### src/include/backend_cfg.svh
`ifndef BACKEND_CFG_SVH
`define BACKEND_CFG_SVH

// --------------------------------------------------
// backend sizing
// --------------------------------------------------

// datapath word width in bits
`define BE_XLEN 16

// integer registers, r0 included
`define BE_REG_NUM 8

// reorder buffer entries
`define BE_ROB_DEPTH 4

// alu pipeline stages
`define BE_ALU_LAT 2

`endif

### src/rtl/instr_pkg.sv
`default_nettype none

`include "backend_cfg.svh"

package instr_pkg;

  // operand or result value
  typedef logic [`BE_XLEN-1:0] word_t;

  // architectural register index
  typedef logic [$clog2(`BE_REG_NUM)-1:0] reg_idx_t;

  // alu operation codes
  // addi takes the immediate in place of rs2
  typedef enum logic [2:0] {
    ALU_ADD  = 3'd0,
    ALU_SUB  = 3'd1,
    ALU_AND  = 3'd2,
    ALU_OR   = 3'd3,
    ALU_XOR  = 3'd4,
    ALU_ADDI = 3'd5
  } alu_op_t;

endpackage

`default_nettype wire

### src/rtl/rob_pkg.sv
`default_nettype none

`include "backend_cfg.svh"

package rob_pkg;

  // rob entry tag, also the renaming tag
  typedef logic [$clog2(`BE_ROB_DEPTH)-1:0] rob_idx_t;

  // issue controller states
  typedef enum logic [1:0] {
    // waiting for a new instruction
    ST_IDLE          = 2'd0,
    // at least one source still in flight
    ST_WAIT_OPERANDS = 2'd1,
    // one-cycle send to the alu
    ST_DISPATCH      = 2'd2
  } issue_state_t;

endpackage

`default_nettype wire

### src/rtl/commit_if.sv
`timescale 1ns/1ps
`default_nettype none

interface commit_if ();
  import instr_pkg::*;
  import rob_pkg::*;

  // one pulse per retired entry
  logic     valid;
  // destination register
  reg_idx_t rd;
  // result to write back
  word_t    value;
  // tag of the retiring entry
  rob_idx_t tag;

  // rob side drives the write
  modport rob (output valid, output rd, output value, output tag);

  // register side always takes it
  modport regs (input valid, input rd, input value, input tag);

endinterface

`default_nettype wire

### src/rtl/rob_ptr_ctr.sv
`timescale 1ns/1ps
`default_nettype none

`include "backend_cfg.svh"

module rob_ptr_ctr (
  input  logic              clk_i,
  input  logic              rst_i,
  input  logic              alloc_i,
  input  logic              retire_i,
  output rob_pkg::rob_idx_t head_o,
  output rob_pkg::rob_idx_t tail_o,
  output logic              full_o,
  output logic              empty_o
);
  import rob_pkg::*;

  // one extra bit so a full rob is representable
  localparam int CNT_W = $clog2(`BE_ROB_DEPTH) + 1;
  localparam rob_idx_t LAST_IDX = rob_idx_t'(`BE_ROB_DEPTH - 1);

  logic [CNT_W-1:0] count_q;

  always_ff @(posedge clk_i) begin
    if (rst_i) begin
      head_o  <= '0;
      tail_o  <= '0;
      count_q <= '0;
    end else begin
      // pointers wrap at the last entry
      if (alloc_i) begin
        tail_o <= (tail_o == LAST_IDX) ? '0 : tail_o + 1'b1;
      end
      if (retire_i) begin
        head_o <= (head_o == LAST_IDX) ? '0 : head_o + 1'b1;
      end
      // alloc and retire together leave the count alone
      case ({alloc_i, retire_i})
        2'b10:   count_q <= count_q + 1'b1;
        2'b01:   count_q <= count_q - 1'b1;
        default: count_q <= count_q;
      endcase
    end
  end

  assign full_o  = (count_q == CNT_W'(`BE_ROB_DEPTH));
  assign empty_o = (count_q == '0);

endmodule

`default_nettype wire

### src/rtl/rob.sv
`timescale 1ns/1ps
`default_nettype none

`include "backend_cfg.svh"

module rob (
  input  logic                clk_i,
  input  logic                rst_i,
  // allocation from issue
  input  logic                alloc_i,
  input  instr_pkg::reg_idx_t alloc_rd_i,
  output rob_pkg::rob_idx_t   tail_o,
  output logic                full_o,
  // alu result
  input  logic                res_valid_i,
  input  rob_pkg::rob_idx_t   res_tag_i,
  input  instr_pkg::word_t    res_value_i,
  // operand lookup
  input  rob_pkg::rob_idx_t   rs1_tag_i,
  input  rob_pkg::rob_idx_t   rs2_tag_i,
  output logic                rs1_done_o,
  output logic                rs2_done_o,
  output instr_pkg::word_t    rs1_value_o,
  output instr_pkg::word_t    rs2_value_o,
  // in-order retire
  commit_if.rob               commit
);
  import instr_pkg::*;
  import rob_pkg::*;

  // --------------------------------------------------
  // pointers and entry storage
  // --------------------------------------------------
  rob_idx_t                   head;
  logic                       empty;
  logic                       retire;
  logic [`BE_ROB_DEPTH-1:0]   done_q;
  reg_idx_t                   rd_q  [`BE_ROB_DEPTH];
  word_t                      val_q [`BE_ROB_DEPTH];

  rob_ptr_ctr u_rob_ptr_ctr (
    .clk_i   (clk_i),
    .rst_i   (rst_i),
    .alloc_i (alloc_i),
    .retire_i(retire),
    .head_o  (head),
    .tail_o  (tail_o),
    .full_o  (full_o),
    .empty_o (empty)
  );

  // done flags, cleared on alloc and set by the alu
  always_ff @(posedge clk_i) begin
    if (rst_i) begin
      done_q <= '0;
    end else begin
      if (alloc_i) begin
        done_q[tail_o] <= 1'b0;
      end
      if (res_valid_i) begin
        done_q[res_tag_i] <= 1'b1;
      end
    end
  end

  always_ff @(posedge clk_i) begin
    if (alloc_i) begin
      rd_q[tail_o] <= alloc_rd_i;
    end
    if (res_valid_i) begin
      val_q[res_tag_i] <= res_value_i;
    end
  end

  // --------------------------------------------------
  // lookup and commit
  // --------------------------------------------------
  assign rs1_done_o  = done_q[rs1_tag_i];
  assign rs2_done_o  = done_q[rs2_tag_i];
  assign rs1_value_o = val_q[rs1_tag_i];
  assign rs2_value_o = val_q[rs2_tag_i];

  // head retires as soon as its result is in
  assign retire       = done_q[head] && !empty;
  assign commit.valid = retire;
  assign commit.rd    = rd_q[head];
  assign commit.value = val_q[head];
  assign commit.tag   = head;

endmodule

`default_nettype wire

### src/rtl/int_regs.sv
`timescale 1ns/1ps
`default_nettype none

`include "backend_cfg.svh"

module int_regs (
  input  logic                clk_i,
  input  logic                rst_i,
  // new owner of a destination
  input  logic                set_busy_i,
  input  instr_pkg::reg_idx_t set_rd_i,
  input  rob_pkg::rob_idx_t   set_tag_i,
  // operand lookup
  input  instr_pkg::reg_idx_t rs1_idx_i,
  input  instr_pkg::reg_idx_t rs2_idx_i,
  output logic                rs1_busy_o,
  output logic                rs2_busy_o,
  output rob_pkg::rob_idx_t   rs1_tag_o,
  output rob_pkg::rob_idx_t   rs2_tag_o,
  output instr_pkg::word_t    rs1_value_o,
  output instr_pkg::word_t    rs2_value_o,
  // write from the rob
  commit_if.regs              commit
);
  import instr_pkg::*;
  import rob_pkg::*;

  word_t                  regs_q [`BE_REG_NUM];
  logic [`BE_REG_NUM-1:0] busy_q;
  rob_idx_t               tag_q  [`BE_REG_NUM];
  logic                   cm_wr;
  logic                   set_wr;

  // r0 is never written and never marked busy
  assign cm_wr  = commit.valid && (commit.rd != '0);
  assign set_wr = set_busy_i && (set_rd_i != '0);

  always_ff @(posedge clk_i) begin
    if (rst_i) begin
      busy_q <= '0;
      for (int i = 0; i < `BE_REG_NUM; i++) begin
        regs_q[i] <= '0;
      end
    end else begin
      if (cm_wr) begin
        regs_q[commit.rd] <= commit.value;
        // only the latest owner releases the register
        if (tag_q[commit.rd] == commit.tag) begin
          busy_q[commit.rd] <= 1'b0;
        end
      end
      // set after clear, same-cycle set wins
      if (set_wr) begin
        busy_q[set_rd_i] <= 1'b1;
      end
    end
  end

  // owner tags
  always_ff @(posedge clk_i) begin
    if (set_wr) begin
      tag_q[set_rd_i] <= set_tag_i;
    end
  end

  assign rs1_busy_o  = busy_q[rs1_idx_i];
  assign rs2_busy_o  = busy_q[rs2_idx_i];
  assign rs1_tag_o   = tag_q[rs1_idx_i];
  assign rs2_tag_o   = tag_q[rs2_idx_i];
  assign rs1_value_o = regs_q[rs1_idx_i];
  assign rs2_value_o = regs_q[rs2_idx_i];

endmodule

`default_nettype wire

### src/rtl/alu_unit.sv
`timescale 1ns/1ps
`default_nettype none

`include "backend_cfg.svh"

module alu_unit (
  input  logic               clk_i,
  input  logic               rst_i,
  input  logic               valid_i,
  input  instr_pkg::alu_op_t op_i,
  input  instr_pkg::word_t   a_i,
  input  instr_pkg::word_t   b_i,
  input  rob_pkg::rob_idx_t  tag_i,
  output logic               valid_o,
  output rob_pkg::rob_idx_t  tag_o,
  output instr_pkg::word_t   result_o
);
  import instr_pkg::*;
  import rob_pkg::*;

  localparam int LAT = `BE_ALU_LAT;

  word_t            res_d;
  logic [LAT-1:0]   vld_q;
  rob_idx_t         tag_q [LAT];
  word_t            res_q [LAT];

  // result computed ahead of the first stage
  always_comb begin
    case (op_i)
      ALU_ADD, ALU_ADDI: res_d = a_i + b_i;
      ALU_SUB:           res_d = a_i - b_i;
      ALU_AND:           res_d = a_i & b_i;
      ALU_OR:            res_d = a_i | b_i;
      ALU_XOR:           res_d = a_i ^ b_i;
      default:           res_d = '0;
    endcase
  end

  // valid shift chain
  always_ff @(posedge clk_i) begin
    if (rst_i) begin
      vld_q <= '0;
    end else begin
      vld_q[0] <= valid_i;
      for (int i = 1; i < LAT; i++) begin
        vld_q[i] <= vld_q[i-1];
      end
    end
  end

  // tag and result follow the valid bits
  always_ff @(posedge clk_i) begin
    tag_q[0] <= tag_i;
    res_q[0] <= res_d;
    for (int i = 1; i < LAT; i++) begin
      tag_q[i] <= tag_q[i-1];
      res_q[i] <= res_q[i-1];
    end
  end

  assign valid_o  = vld_q[LAT-1];
  assign tag_o    = tag_q[LAT-1];
  assign result_o = res_q[LAT-1];

endmodule

`default_nettype wire

### src/rtl/issue_fsm.sv
`timescale 1ns/1ps
`default_nettype none

module issue_fsm (
  input  logic                clk_i,
  input  logic                rst_i,
  // instruction strobe
  input  logic                instr_valid_i,
  output logic                instr_ready_o,
  input  instr_pkg::alu_op_t  instr_op_i,
  input  instr_pkg::reg_idx_t instr_rd_i,
  input  instr_pkg::reg_idx_t instr_rs1_i,
  input  instr_pkg::reg_idx_t instr_rs2_i,
  input  instr_pkg::word_t    instr_imm_i,
  // rob allocation
  input  logic                rob_full_i,
  input  rob_pkg::rob_idx_t   rob_tail_i,
  output logic                alloc_o,
  output instr_pkg::reg_idx_t alloc_rd_o,
  // register file and status lookup
  output instr_pkg::reg_idx_t rs1_idx_o,
  output instr_pkg::reg_idx_t rs2_idx_o,
  input  logic                rs1_busy_i,
  input  logic                rs2_busy_i,
  input  rob_pkg::rob_idx_t   rs1_tag_i,
  input  rob_pkg::rob_idx_t   rs2_tag_i,
  input  instr_pkg::word_t    rs1_value_i,
  input  instr_pkg::word_t    rs2_value_i,
  // rob lookup
  output rob_pkg::rob_idx_t   rob_rs1_tag_o,
  output rob_pkg::rob_idx_t   rob_rs2_tag_o,
  input  logic                rob_rs1_done_i,
  input  logic                rob_rs2_done_i,
  input  instr_pkg::word_t    rob_rs1_value_i,
  input  instr_pkg::word_t    rob_rs2_value_i,
  // register status update
  output logic                set_busy_o,
  output instr_pkg::reg_idx_t set_rd_o,
  output rob_pkg::rob_idx_t   set_tag_o,
  // alu dispatch
  output logic                ex_valid_o,
  output instr_pkg::alu_op_t  ex_op_o,
  output instr_pkg::word_t    ex_a_o,
  output instr_pkg::word_t    ex_b_o,
  output rob_pkg::rob_idx_t   ex_tag_o
);
  import instr_pkg::*;
  import rob_pkg::*;

  issue_state_t state_q;
  logic         live_q;
  logic         idle;
  logic         accept;
  logic         is_addi;
  alu_op_t      op_q;
  rob_idx_t     tag_q;
  logic         pend1_q;
  logic         pend2_q;
  rob_idx_t     src1_tag_q;
  rob_idx_t     src2_tag_q;
  word_t        a_q;
  word_t        b_q;
  logic         busy1;
  logic         busy2;
  logic         ok1;
  logic         ok2;
  word_t        base1;
  word_t        base2;
  word_t        val1;
  word_t        val2;

  // --------------------------------------------------
  // acceptance and allocation
  // --------------------------------------------------
  assign idle          = (state_q == ST_IDLE);
  assign is_addi       = (instr_op_i == ALU_ADDI);
  // live_q keeps ready low until reset is over
  assign instr_ready_o = live_q && idle && !rob_full_i;
  assign accept        = instr_valid_i && instr_ready_o;

  assign alloc_o    = accept;
  assign alloc_rd_o = instr_rd_i;
  assign set_busy_o = accept;
  assign set_rd_o   = instr_rd_i;
  assign set_tag_o  = rob_tail_i;
  assign rs1_idx_o  = instr_rs1_i;
  assign rs2_idx_o  = instr_rs2_i;

  // --------------------------------------------------
  // operand resolution
  // --------------------------------------------------
  // in idle the status table is read before our own set-busy lands
  // afterwards the latched producer tags are used
  always_comb begin
    if (idle) begin
      busy1         = rs1_busy_i;
      busy2         = rs2_busy_i && !is_addi;
      rob_rs1_tag_o = rs1_tag_i;
      rob_rs2_tag_o = rs2_tag_i;
      base1         = rs1_value_i;
      base2         = is_addi ? instr_imm_i : rs2_value_i;
    end else begin
      busy1         = pend1_q;
      busy2         = pend2_q;
      rob_rs1_tag_o = src1_tag_q;
      rob_rs2_tag_o = src2_tag_q;
      base1         = a_q;
      base2         = b_q;
    end
    // busy source is ready once its rob entry is done
    ok1  = !busy1 || rob_rs1_done_i;
    ok2  = !busy2 || rob_rs2_done_i;
    val1 = busy1 ? rob_rs1_value_i : base1;
    val2 = busy2 ? rob_rs2_value_i : base2;
  end

  // --------------------------------------------------
  // state machine
  // --------------------------------------------------
  always_ff @(posedge clk_i) begin
    if (rst_i) begin
      state_q <= ST_IDLE;
      live_q  <= 1'b0;
      pend1_q <= 1'b0;
      pend2_q <= 1'b0;
    end else begin
      live_q <= 1'b1;
      case (state_q)
        ST_IDLE: begin
          if (accept) begin
            pend1_q <= !ok1;
            pend2_q <= !ok2;
            state_q <= (ok1 && ok2) ? ST_DISPATCH : ST_WAIT_OPERANDS;
          end
        end
        ST_WAIT_OPERANDS: begin
          // recheck the rob every cycle
          pend1_q <= !ok1;
          pend2_q <= !ok2;
          if (ok1 && ok2) begin
            state_q <= ST_DISPATCH;
          end
        end
        default: state_q <= ST_IDLE;
      endcase
    end
  end

  // operand and instruction payload
  always_ff @(posedge clk_i) begin
    if (accept || (state_q == ST_WAIT_OPERANDS)) begin
      a_q        <= val1;
      b_q        <= val2;
      src1_tag_q <= rob_rs1_tag_o;
      src2_tag_q <= rob_rs2_tag_o;
    end
    if (accept) begin
      op_q  <= instr_op_i;
      tag_q <= rob_tail_i;
    end
  end

  assign ex_valid_o = (state_q == ST_DISPATCH);
  assign ex_op_o    = op_q;
  assign ex_a_o     = a_q;
  assign ex_b_o     = b_q;
  assign ex_tag_o   = tag_q;

endmodule

`default_nettype wire

### src/rtl/backend.sv
`timescale 1ns/1ps
`default_nettype none

module backend (
  input  logic                clk_i,
  input  logic                rst_i,
  // instruction input
  input  logic                instr_valid_i,
  output logic                instr_ready_o,
  input  instr_pkg::alu_op_t  instr_op_i,
  input  instr_pkg::reg_idx_t instr_rd_i,
  input  instr_pkg::reg_idx_t instr_rs1_i,
  input  instr_pkg::reg_idx_t instr_rs2_i,
  input  instr_pkg::word_t    instr_imm_i,
  // in-order commit
  output logic                commit_valid_o,
  output instr_pkg::reg_idx_t commit_rd_o,
  output instr_pkg::word_t    commit_value_o
);

  // --------------------------------------------------
  // internal nets
  // --------------------------------------------------
  // issue and rob
  logic                il_rob_alloc;
  instr_pkg::reg_idx_t il_rob_alloc_rd;
  rob_pkg::rob_idx_t   rob_il_tail;
  logic                rob_il_full;
  rob_pkg::rob_idx_t   il_rob_rs1_tag;
  rob_pkg::rob_idx_t   il_rob_rs2_tag;
  logic                rob_il_rs1_done;
  logic                rob_il_rs2_done;
  instr_pkg::word_t    rob_il_rs1_value;
  instr_pkg::word_t    rob_il_rs2_value;

  // issue and register file
  instr_pkg::reg_idx_t il_rf_rs1_idx;
  instr_pkg::reg_idx_t il_rf_rs2_idx;
  logic                rf_il_rs1_busy;
  logic                rf_il_rs2_busy;
  rob_pkg::rob_idx_t   rf_il_rs1_tag;
  rob_pkg::rob_idx_t   rf_il_rs2_tag;
  instr_pkg::word_t    rf_il_rs1_value;
  instr_pkg::word_t    rf_il_rs2_value;
  logic                il_rf_set_busy;
  instr_pkg::reg_idx_t il_rf_set_rd;
  rob_pkg::rob_idx_t   il_rf_set_tag;

  // issue to alu, alu to rob
  logic                il_ex_valid;
  instr_pkg::alu_op_t  il_ex_op;
  instr_pkg::word_t    il_ex_a;
  instr_pkg::word_t    il_ex_b;
  rob_pkg::rob_idx_t   il_ex_tag;
  logic                ex_rob_valid;
  rob_pkg::rob_idx_t   ex_rob_tag;
  instr_pkg::word_t    ex_rob_value;

  // rob to registers and top outputs
  commit_if commit_bus ();

  // --------------------------------------------------
  // issue
  // --------------------------------------------------
  issue_fsm u_issue_fsm (
    .clk_i          (clk_i),
    .rst_i          (rst_i),
    .instr_valid_i  (instr_valid_i),
    .instr_ready_o  (instr_ready_o),
    .instr_op_i     (instr_op_i),
    .instr_rd_i     (instr_rd_i),
    .instr_rs1_i    (instr_rs1_i),
    .instr_rs2_i    (instr_rs2_i),
    .instr_imm_i    (instr_imm_i),
    .rob_full_i     (rob_il_full),
    .rob_tail_i     (rob_il_tail),
    .alloc_o        (il_rob_alloc),
    .alloc_rd_o     (il_rob_alloc_rd),
    .rs1_idx_o      (il_rf_rs1_idx),
    .rs2_idx_o      (il_rf_rs2_idx),
    .rs1_busy_i     (rf_il_rs1_busy),
    .rs2_busy_i     (rf_il_rs2_busy),
    .rs1_tag_i      (rf_il_rs1_tag),
    .rs2_tag_i      (rf_il_rs2_tag),
    .rs1_value_i    (rf_il_rs1_value),
    .rs2_value_i    (rf_il_rs2_value),
    .rob_rs1_tag_o  (il_rob_rs1_tag),
    .rob_rs2_tag_o  (il_rob_rs2_tag),
    .rob_rs1_done_i (rob_il_rs1_done),
    .rob_rs2_done_i (rob_il_rs2_done),
    .rob_rs1_value_i(rob_il_rs1_value),
    .rob_rs2_value_i(rob_il_rs2_value),
    .set_busy_o     (il_rf_set_busy),
    .set_rd_o       (il_rf_set_rd),
    .set_tag_o      (il_rf_set_tag),
    .ex_valid_o     (il_ex_valid),
    .ex_op_o        (il_ex_op),
    .ex_a_o         (il_ex_a),
    .ex_b_o         (il_ex_b),
    .ex_tag_o       (il_ex_tag)
  );

  // --------------------------------------------------
  // register file with status table
  // --------------------------------------------------
  int_regs u_int_regs (
    .clk_i      (clk_i),
    .rst_i      (rst_i),
    .set_busy_i (il_rf_set_busy),
    .set_rd_i   (il_rf_set_rd),
    .set_tag_i  (il_rf_set_tag),
    .rs1_idx_i  (il_rf_rs1_idx),
    .rs2_idx_i  (il_rf_rs2_idx),
    .rs1_busy_o (rf_il_rs1_busy),
    .rs2_busy_o (rf_il_rs2_busy),
    .rs1_tag_o  (rf_il_rs1_tag),
    .rs2_tag_o  (rf_il_rs2_tag),
    .rs1_value_o(rf_il_rs1_value),
    .rs2_value_o(rf_il_rs2_value),
    .commit     (commit_bus.regs)
  );

  // --------------------------------------------------
  // execution, single alu writing the rob directly
  // --------------------------------------------------
  alu_unit u_alu_unit (
    .clk_i   (clk_i),
    .rst_i   (rst_i),
    .valid_i (il_ex_valid),
    .op_i    (il_ex_op),
    .a_i     (il_ex_a),
    .b_i     (il_ex_b),
    .tag_i   (il_ex_tag),
    .valid_o (ex_rob_valid),
    .tag_o   (ex_rob_tag),
    .result_o(ex_rob_value)
  );

  // --------------------------------------------------
  // reorder buffer
  // --------------------------------------------------
  rob u_rob (
    .clk_i      (clk_i),
    .rst_i      (rst_i),
    .alloc_i    (il_rob_alloc),
    .alloc_rd_i (il_rob_alloc_rd),
    .tail_o     (rob_il_tail),
    .full_o     (rob_il_full),
    .res_valid_i(ex_rob_valid),
    .res_tag_i  (ex_rob_tag),
    .res_value_i(ex_rob_value),
    .rs1_tag_i  (il_rob_rs1_tag),
    .rs2_tag_i  (il_rob_rs2_tag),
    .rs1_done_o (rob_il_rs1_done),
    .rs2_done_o (rob_il_rs2_done),
    .rs1_value_o(rob_il_rs1_value),
    .rs2_value_o(rob_il_rs2_value),
    .commit     (commit_bus.rob)
  );

  // commit outputs tap the same bus
  assign commit_valid_o = commit_bus.valid;
  assign commit_rd_o    = commit_bus.rd;
  assign commit_value_o = commit_bus.value;

endmodule

`default_nettype wire

### config.mk
export PLATFORM = sky130hd
export DESIGN_NAME = backend
export DESIGN_NICKNAME = d
export VERILOG_FILES = /design/src/rtl/instr_pkg.sv /design/src/rtl/rob_pkg.sv /design/src/rtl/commit_if.sv /design/src/rtl/rob_ptr_ctr.sv /design/src/rtl/rob.sv /design/src/rtl/int_regs.sv /design/src/rtl/alu_unit.sv /design/src/rtl/issue_fsm.sv /design/src/rtl/backend.sv
export VERILOG_INCLUDE_DIRS = /design/src /design/src/include
export SDC_FILE = /design/constraint.sdc
export NUM_CORES = 1
export LEC_CHECK = 0
export ABC_AREA = 1
export BUFFER_PORTS_ARGS = -buffer_cell sky130_fd_sc_hd__buf_2
export CORE_MARGIN = 5
export CORE_UTILIZATION = 35
export DETAILED_ROUTE_END_ITERATION = 12
export PLACE_DENSITY = 0.62
export SLEW_MARGIN = 40
export SYNTH_ARGS = -nofsm -noshare
export SYNTH_HDL_FRONTEND = slang
export SYNTH_SLANG_ARGS = --single-unit
### constraint.sdc
create_clock -name clk_i -period 4.24 [get_ports clk_i]
set_input_delay 0.848 -clock clk_i [delete_from_list [all_inputs] [get_ports clk_i]]
set_output_delay 0.848 -clock clk_i [all_outputs]
set_load 0.05 [all_outputs]
==> run_results.csv, run 1 <==
group,metric,value,unit
floorplanning,dieArea,54500,µm²
detailed_routing,post_drt_wl_per_cell,19.2,µm
cells_and_area,area_growth,13.4,%
detailed_routing,drtIter0Drc,1503,
placed_design,dp.cells,2633,
critical_path,startpoint,"u_issue_fsm.ex_op_o[1]",
cells_and_area,layout_common_cells,"nand2_1 (279), edfxtp_1 (261), o21ai_0 (240)",
power_and_ir_drop,powerDensity,478,nW/µm²
sta,finalSetupTns,0,ns
cells_and_area,drive_gt1_share,9.73,%
cells_and_area,antenna_cells,0,
power_and_ir_drop,p_switching,2.77,mW
placed_design,portBuffers,51,
sta,finClkSkew,0.0147,ns
hold_path,worstHoldPathType,"reg -> reg",
logic_synthesis,synth-seq-cells,325,
power_and_ir_drop,pwr-share-seq,43.1,%
critical_path,crit_path_end_kind,"register",
clocking,postCtsSetupRepairBufs,0,
logic_synthesis,synth_area,17500,µm²
detailed_routing,via_count,14480,
clocking,insertion_delay,0.53,ns
critical_path,r2r-start,"u_issue_fsm.ex_op_o[1]",
clocking,cts_root_buf,"clkbuf_16",
clocking,holdBufCountCts,0,
clocking,cts.sinks,325,
cells_and_area,finalNonFillerCells,2699,
hold_path,hp-start,"u_alu_unit.tag_q[0][0]",
logic_synthesis,synth.avg_cell_area,8.86,µm²
logic_synthesis,synth_top_flop_cell,"edfxtp_1",
detailed_routing,antenna_left,0,
clocking,cts.path.max_buffers,3,
floorplanning,start_util,35.6,%
power_and_ir_drop,irDropWorstVdd,0.000259,V
sta,slew_violations,0,
logic_synthesis,seq_area_frac_synth,52.2,%
grt,antenna_found_initial,0,
floorplanning,row_count,81,
logic_synthesis,ys_types,51,
logic_synthesis,synthCells,1973,
grt,grt_usage,18.7,%
grt,grt_max_degree,78,
clocking,cts_tree,"yes",
cells_and_area,final_util,40.3,%
floorplanning,die_w,233,µm
sta,max_freq,0.280,GHz
status,status,"finished clean",
cells_and_area,final_common_cell,"nand2_1",
critical_path,worstSetupPathType,"reg -> reg",
detailed_routing,drt-pass1-iter-count,5,
clocking,cts.htree.levels,2,
critical_path,cp_max_fo,9,
clocking,cts_resized,0,
sta,setup_viol,0,
floorplanning,core_area,49200,µm²
clocking,numCtsBuffers,36,
sta,holdWs,0.323,ns
detailed_routing,via_per_inst,5.36,
cells_and_area,final_nets,2094,
power_and_ir_drop,p_leak,7.98,nW
floorplanning,fp.dieH,233,µm
sta,slew_headroom,45.8,%
cells_and_area,fin_area,19800,µm²
power_and_ir_drop,p_clk_share,37.9,%
power_and_ir_drop,intPower,6.71,mW
sta,fin_crit,3.57,ns
floorplanning,io_pins,52,
detailed_routing,drc_errors,0,
power_and_ir_drop,combPwrFrac,19.0,%
grt,grt_pass1_wl,80100,µm
placed_design,place_hpwl,35200,µm
critical_path,critPathLaunchType,"register",
power_and_ir_drop,swShare,29.2,%
detailed_routing,wirelength,51800,µm
cells_and_area,fillers,4751,
critical_path,cp.arrival,3.99,ns
sta,rsz0062_at_grt,"no",
critical_path,required,4.66,ns
placed_design,gp_congestion,0.877,
logic_synthesis,ys.warnings.count,0,
logic_synthesis,async_reset_ff_share,0,%
placed_design,dpl_cell_area,18500,µm²
sta,period_share,84.3,%
sta,worst_slew_pin_slew,0.812,ns
logic_synthesis,synth_edf_count,261,
sta,hold_viol_final,0,
job,cap_violations,0,
grt,grt_pass1_vias,14005,
clocking,clkTransAtPathRegs,0.06,ns
grt,overflow,0,
==> registers in the layout (all words and copies together), names as in the netlist, 8 cells and up, named ones only <==
signal	count
u_int_regs.regs_q	128
u_rob.val_q	64
u_alu_unit.res_q	32
u_int_regs.tag_q	16
u_issue_fsm.ex_a_o	16
u_issue_fsm.ex_b_o	16
u_rob.rd_q	12
u_int_regs.busy_q	8
==> worst max-delay path, stage by stage, from the launching register on <==
cell	delay [ns]
edfxtp_1	0.46
nor3_2	0.54
clkinv_1	0.41
o31ai_1	0.18
xor2_1	0.17
inv_1	0.06
ha_1	0.32
nand2_1	0.06
inv_1	0.05
a21oi_1	0.08
o21ai_0	0.47
a31oi_1	0.20
or2_2	0.31
nand3_1	0.08
nand2_1	0.06
==> cell usage after synthesis, types with 3 or more instances <==
master	number	share of area, %
edfxtp_1	261	45
nand3_1	45	1.3
inv_1	234	5.0
a211oi_1	5	0.21
clkinv_1	5	0.11
nor3_1	11	0.31
buf_1	14	0.30
nor4_4	6	0.73
o31ai_1	5	0.21
o21a_1	17	0.73
o22ai_1	17	0.61
a221oi_1	4	0.20
a32oi_1	16	0.80
clkbuf_1	63	1.4
o2111ai_1	11	0.55
inv_2	4	0.086
o21ai_1	5	0.14
dfxtp_1	64	7.3
o211ai_1	48	2.1
buf_2	24	0.69
buf_6	6	0.39
nand4_1	3	0.11
nand3b_1	4	0.17
ha_1	54	3.9
a31oi_1	29	1.0
nor2_1	211	4.5
nand2_2	10	0.36
xor2_1	15	0.75
a21oi_1	228	6.5
o21ai_0	240	6.9
buf_4	4	0.17
nand2_1	283	6.1
or2_2	4	0.14
==> logic make-up after synthesis <==
| kind of cell | share of synthesized area (%) |
|---|---|
| AOI/OAI and AO/OA | 20.4 |
| and+or+nand+nor | 14.1 |
| buffers and inverters | 8.33 |
| DFF | 52.2 |
| adders and majority gates | 4.10 |
| xor gates and xnor gates | 0.852 |
| other | 0.0215 |
==> per-stage QoR <==
stage | setup WS [ns] | total power [mW]
finish | 0.665 | 9.48
detailed placement | 0.686 | 5.92
global placement | 0.734 | 5.87
CTS | 0.680 | 9.51
global route | 0.334 | 9.92
floorplan | 1.48 | 5.32
==> per-layer routing <==
| metal | track usage (%) | up-vias | part of all wire (%) |
|---|---|---|---|
| li1 | - | 6880 | - |
| met1 | 24.7 | 6875 | 42 |
| met2 | 31.0 | 612 | 47 |
| met3 | 2.95 | 113 | 7.3 |
| met4 | 7.18 | 0 | 3.3 |
| met5 | 0 | - | 0 |
==> power by group through the flow <==
stage | combinational (mW) | clock, mW | sequential, mW
final | 1.80 | 3.59 | 4.08
after global routing | 2.04 | 3.77 | 4.12
after CTS | 1.79 | 3.64 | 4.08
after detailed placement | 1.78 | 0 | 4.14
after global placement | 1.74 | 0 | 4.14
after floorplan | 1.29 | 0 | 4.03
==> path summary, 6_finish.rpt <==
kind,end,slack [ns],cells past startpoint
max,u_alu_unit.res_q[0][9],0.67,14
min,u_alu_unit.tag_q[0][2],0.32,0
max reg2reg,u_alu_unit.res_q[0][9],0.67,14
min reg2reg,u_alu_unit.tag_q[0][2],0.32,0
==> layout make-up <==
class                      instances  area (µm²)  area share (%)
tap                              664         831            4.19
clock inverter                    21         374            1.89
clock buffer                      45         997            5.03
timing repair buffer              91         559            2.82
inverter                         246         933            4.71
multi-input combinational       1307        7010            35.4
sequential                       325        9120            46.0
Note: power is estimated with default switching activity, not from simulation.
==> inputs of run 2 (changes only) <==
--- a/config.mk
+++ b/config.mk
@@ -11,7 +11,7 @@
 export CORE_MARGIN = 5
 export CORE_UTILIZATION = 35
 export DETAILED_ROUTE_END_ITERATION = 12
-export PLACE_DENSITY = 0.62
+export PLACE_DENSITY = 0.64
 export SLEW_MARGIN = 40
 export SYNTH_ARGS = -nofsm -noshare
 export SYNTH_HDL_FRONTEND = slang
==> constraint.sdc (replaced) <==
create_clock -name clk_i -period 3.2 [get_ports clk_i]
set_input_delay 0.64 -clock clk_i [delete_from_list [all_inputs] [get_ports clk_i]]
set_output_delay 0.64 -clock clk_i [all_outputs]
set_load 0.05 [all_outputs]
==> run_results.csv, run 2 (synthesized netlist as in run 1, its figures left out) <==
group,metric,value,unit
placed_design,dpl_cell_area,18700,µm²
floorplanning,start_util,35.6,%
critical_path,worstSetupPathType,"reg -> out",
power_and_ir_drop,irDropWorstVdd,0.000327,V
clocking,holdBufCountCts,0,
clocking,cts_tree,"yes",
floorplanning,fp.dieH,233,µm
critical_path,critPathLaunchType,"register",
hold_path,hp-start,"u_alu_unit.res_q[0][2]",
grt,met3_usage,3.04,%
critical_path,r2r_slack,0.26,ns
hold_path,hold_path_depth,0,
clocking,cts.htree.levels,2,
detailed_routing,drc_errors,0,
sta,period_share,95.2,%
grt,grtUsageMet1,25.1,%
clocking,numCtsBuffers,34,
clocking,cts_root_buf,"clkbuf_16",
sta,layout_setup_ws,0.152,ns
sta,finClkSkew,0.0224,ns
detailed_routing,antenna_left,0,
detailed_routing,wirelength,51400,µm
grt,grt_pass1_wl,78900,µm
detailed_routing,post_drt_wl_per_cell,19.0,µm
grt,grt_usage,18.5,%
placed_design,dp_slack,0.164,ns
cells_and_area,fillers,4831,
sta,finalSetupTns,0,ns
grt,grt_pass1_vias,13897,
cells_and_area,layout_common_cells,"nand2_1 (281), edfxtp_1 (261), o21ai_0 (239)",
floorplanning,row_count,81,
grt,grt_use_met2,30.4,%
sta,max_freq,0.328,GHz
sta,setup_viol,0,
cells_and_area,regMostFlops,"u_int_regs.regs_q",
critical_path,r2r-start,"u_issue_fsm.ex_b_o[0]",
power_and_ir_drop,powerDensity,603,nW/µm²
critical_path,cp.arrival,2.41,ns
critical_path,cp_max_fo,33,
critical_path,reg2regPathDepth,14,
power_and_ir_drop,p_leak,8.00,nW
cells_and_area,fin_area,19900,µm²
critical_path,crit_path_end_kind,"primary output",
status,status,"finished clean",
sta,rsz0062_at_grt,"no",
detailed_routing,via_count,14622,
cells_and_area,reg.largest.list,"u_int_regs.regs_q x128, u_rob.val_q x64, u_alu_unit.res_q x32",
grt,antenna_found_initial,1,
floorplanning,dieArea,54500,µm²
cells_and_area,final_nets,2110,
cells_and_area,multiInputGateArea,7020,µm²
floorplanning,core_area,49200,µm²
cells_and_area,final_common_cell,"nand2_1",
placed_design,place_hpwl,34700,µm
clocking,cts.path.max_buffers,3,
sta,slew_headroom,54.1,%
sta,slew_violations,0,
sta,hold_viol_final,0,
placed_design,portBuffers,51,
clocking,cts.sinks,325,
cells_and_area,ff_latch_area,9120,µm²
job,cap_violations,0,
grt,top_usage_layer,"met2",
floorplanning,io_pins,52,
hold_path,worstHoldPathType,"reg -> reg",
cells_and_area,drive_gt1_share,10.0,%
cells_and_area,largest_reg_flops,128,
detailed_routing,drtIter0Drc,1777,
cells_and_area,antenna_cells,0,
grt,grt_max_degree,73,
grt,overflow,0,
cells_and_area,area_growth,13.6,%
placed_design,gp_congestion,0.925,
sta,worst_slew_pin_slew,0.689,ns
clocking,clkTransAtPathRegs,0.06,ns
detailed_routing,via_per_inst,5.39,
sta,fin_crit,3.05,ns
detailed_routing,drt-pass1-iter-count,5,
critical_path,required,2.56,ns
clocking,insertion_delay,0.53,ns
floorplanning,die_w,233,µm
## run 2: cell count changes in the layout (fill, tap and decap cells not counted), moves of 2 or more
cell       change
clkbuf_16      -2
buf_4         +10
clkbuf_8       +2
nand2_2        -2
clkbuf_1       +5
nand2_1        +2
bufinv_16      -6
buf_12         +9
## run 2: path summary, 6_finish.rpt
check                            end
max               commit_value_o[14]
min          u_alu_unit.res_q[0][18]
max reg2reg  u_alu_unit.res_q[0][10]
min reg2reg  u_alu_unit.res_q[0][18]
## run 2: cell type report
cell class              count  share of cell area [%]
clock buffers              50                    5.00
clock inverters            11                   0.788
inverters                 246                    4.70
multi-input cells        1307                    35.4
flip-flops and latches    325                    45.9
well taps                 664                    4.18
repair buffers            109                    4.04
## run 2: critical path: stages (launching register included)
cell and delay (ns):
dfxtp_1 0.57, buf_12 0.26, nand2_1 0.07, a32oi_1 0.59, buf_2 0.39
## run 2: routing by layer
layer / vias to the layer above / share of wire, %
met5: - / 0
met4: 0 / 2.6
met3: 98 / 8.2
met2: 664 / 47
met1: 6961 / 42
li1: 6899 / -
## run 2: through the flow
step / total power [mW] / instances / util (%) / hold slack [ns]
detailed placement: 7.92 / 2651 / 38.0 / 0.318
CTS: 12.0 / 2712 / 40.4 / 0.330
global route: 12.5 / 2712 / 40.4 / 0.333
global placement: 7.87 / 2651 / 38.0 / 0.313
floorplan: 7.05 / 1990 / - / 0.310
finish: 12.0 / 2712 / 40.4 / 0.328
## run 2: power breakdown
part	total, mW	internal (mW)	leakage [nW]	switching (mW)
registers	5.41	5.09	3.07	0.318
logic	2.47	0.818	4.37	1.65
clock network	4.09	2.48	0.564	1.61
## run 2: what timing repair did
| item | 4_1_cts | 5_1_grt |
|---|---|---|
| endpoints found under the setup margin | 0 | 6 |
| resized for setup | 0 | 5 |
| buffers inserted | 0 | 0 |
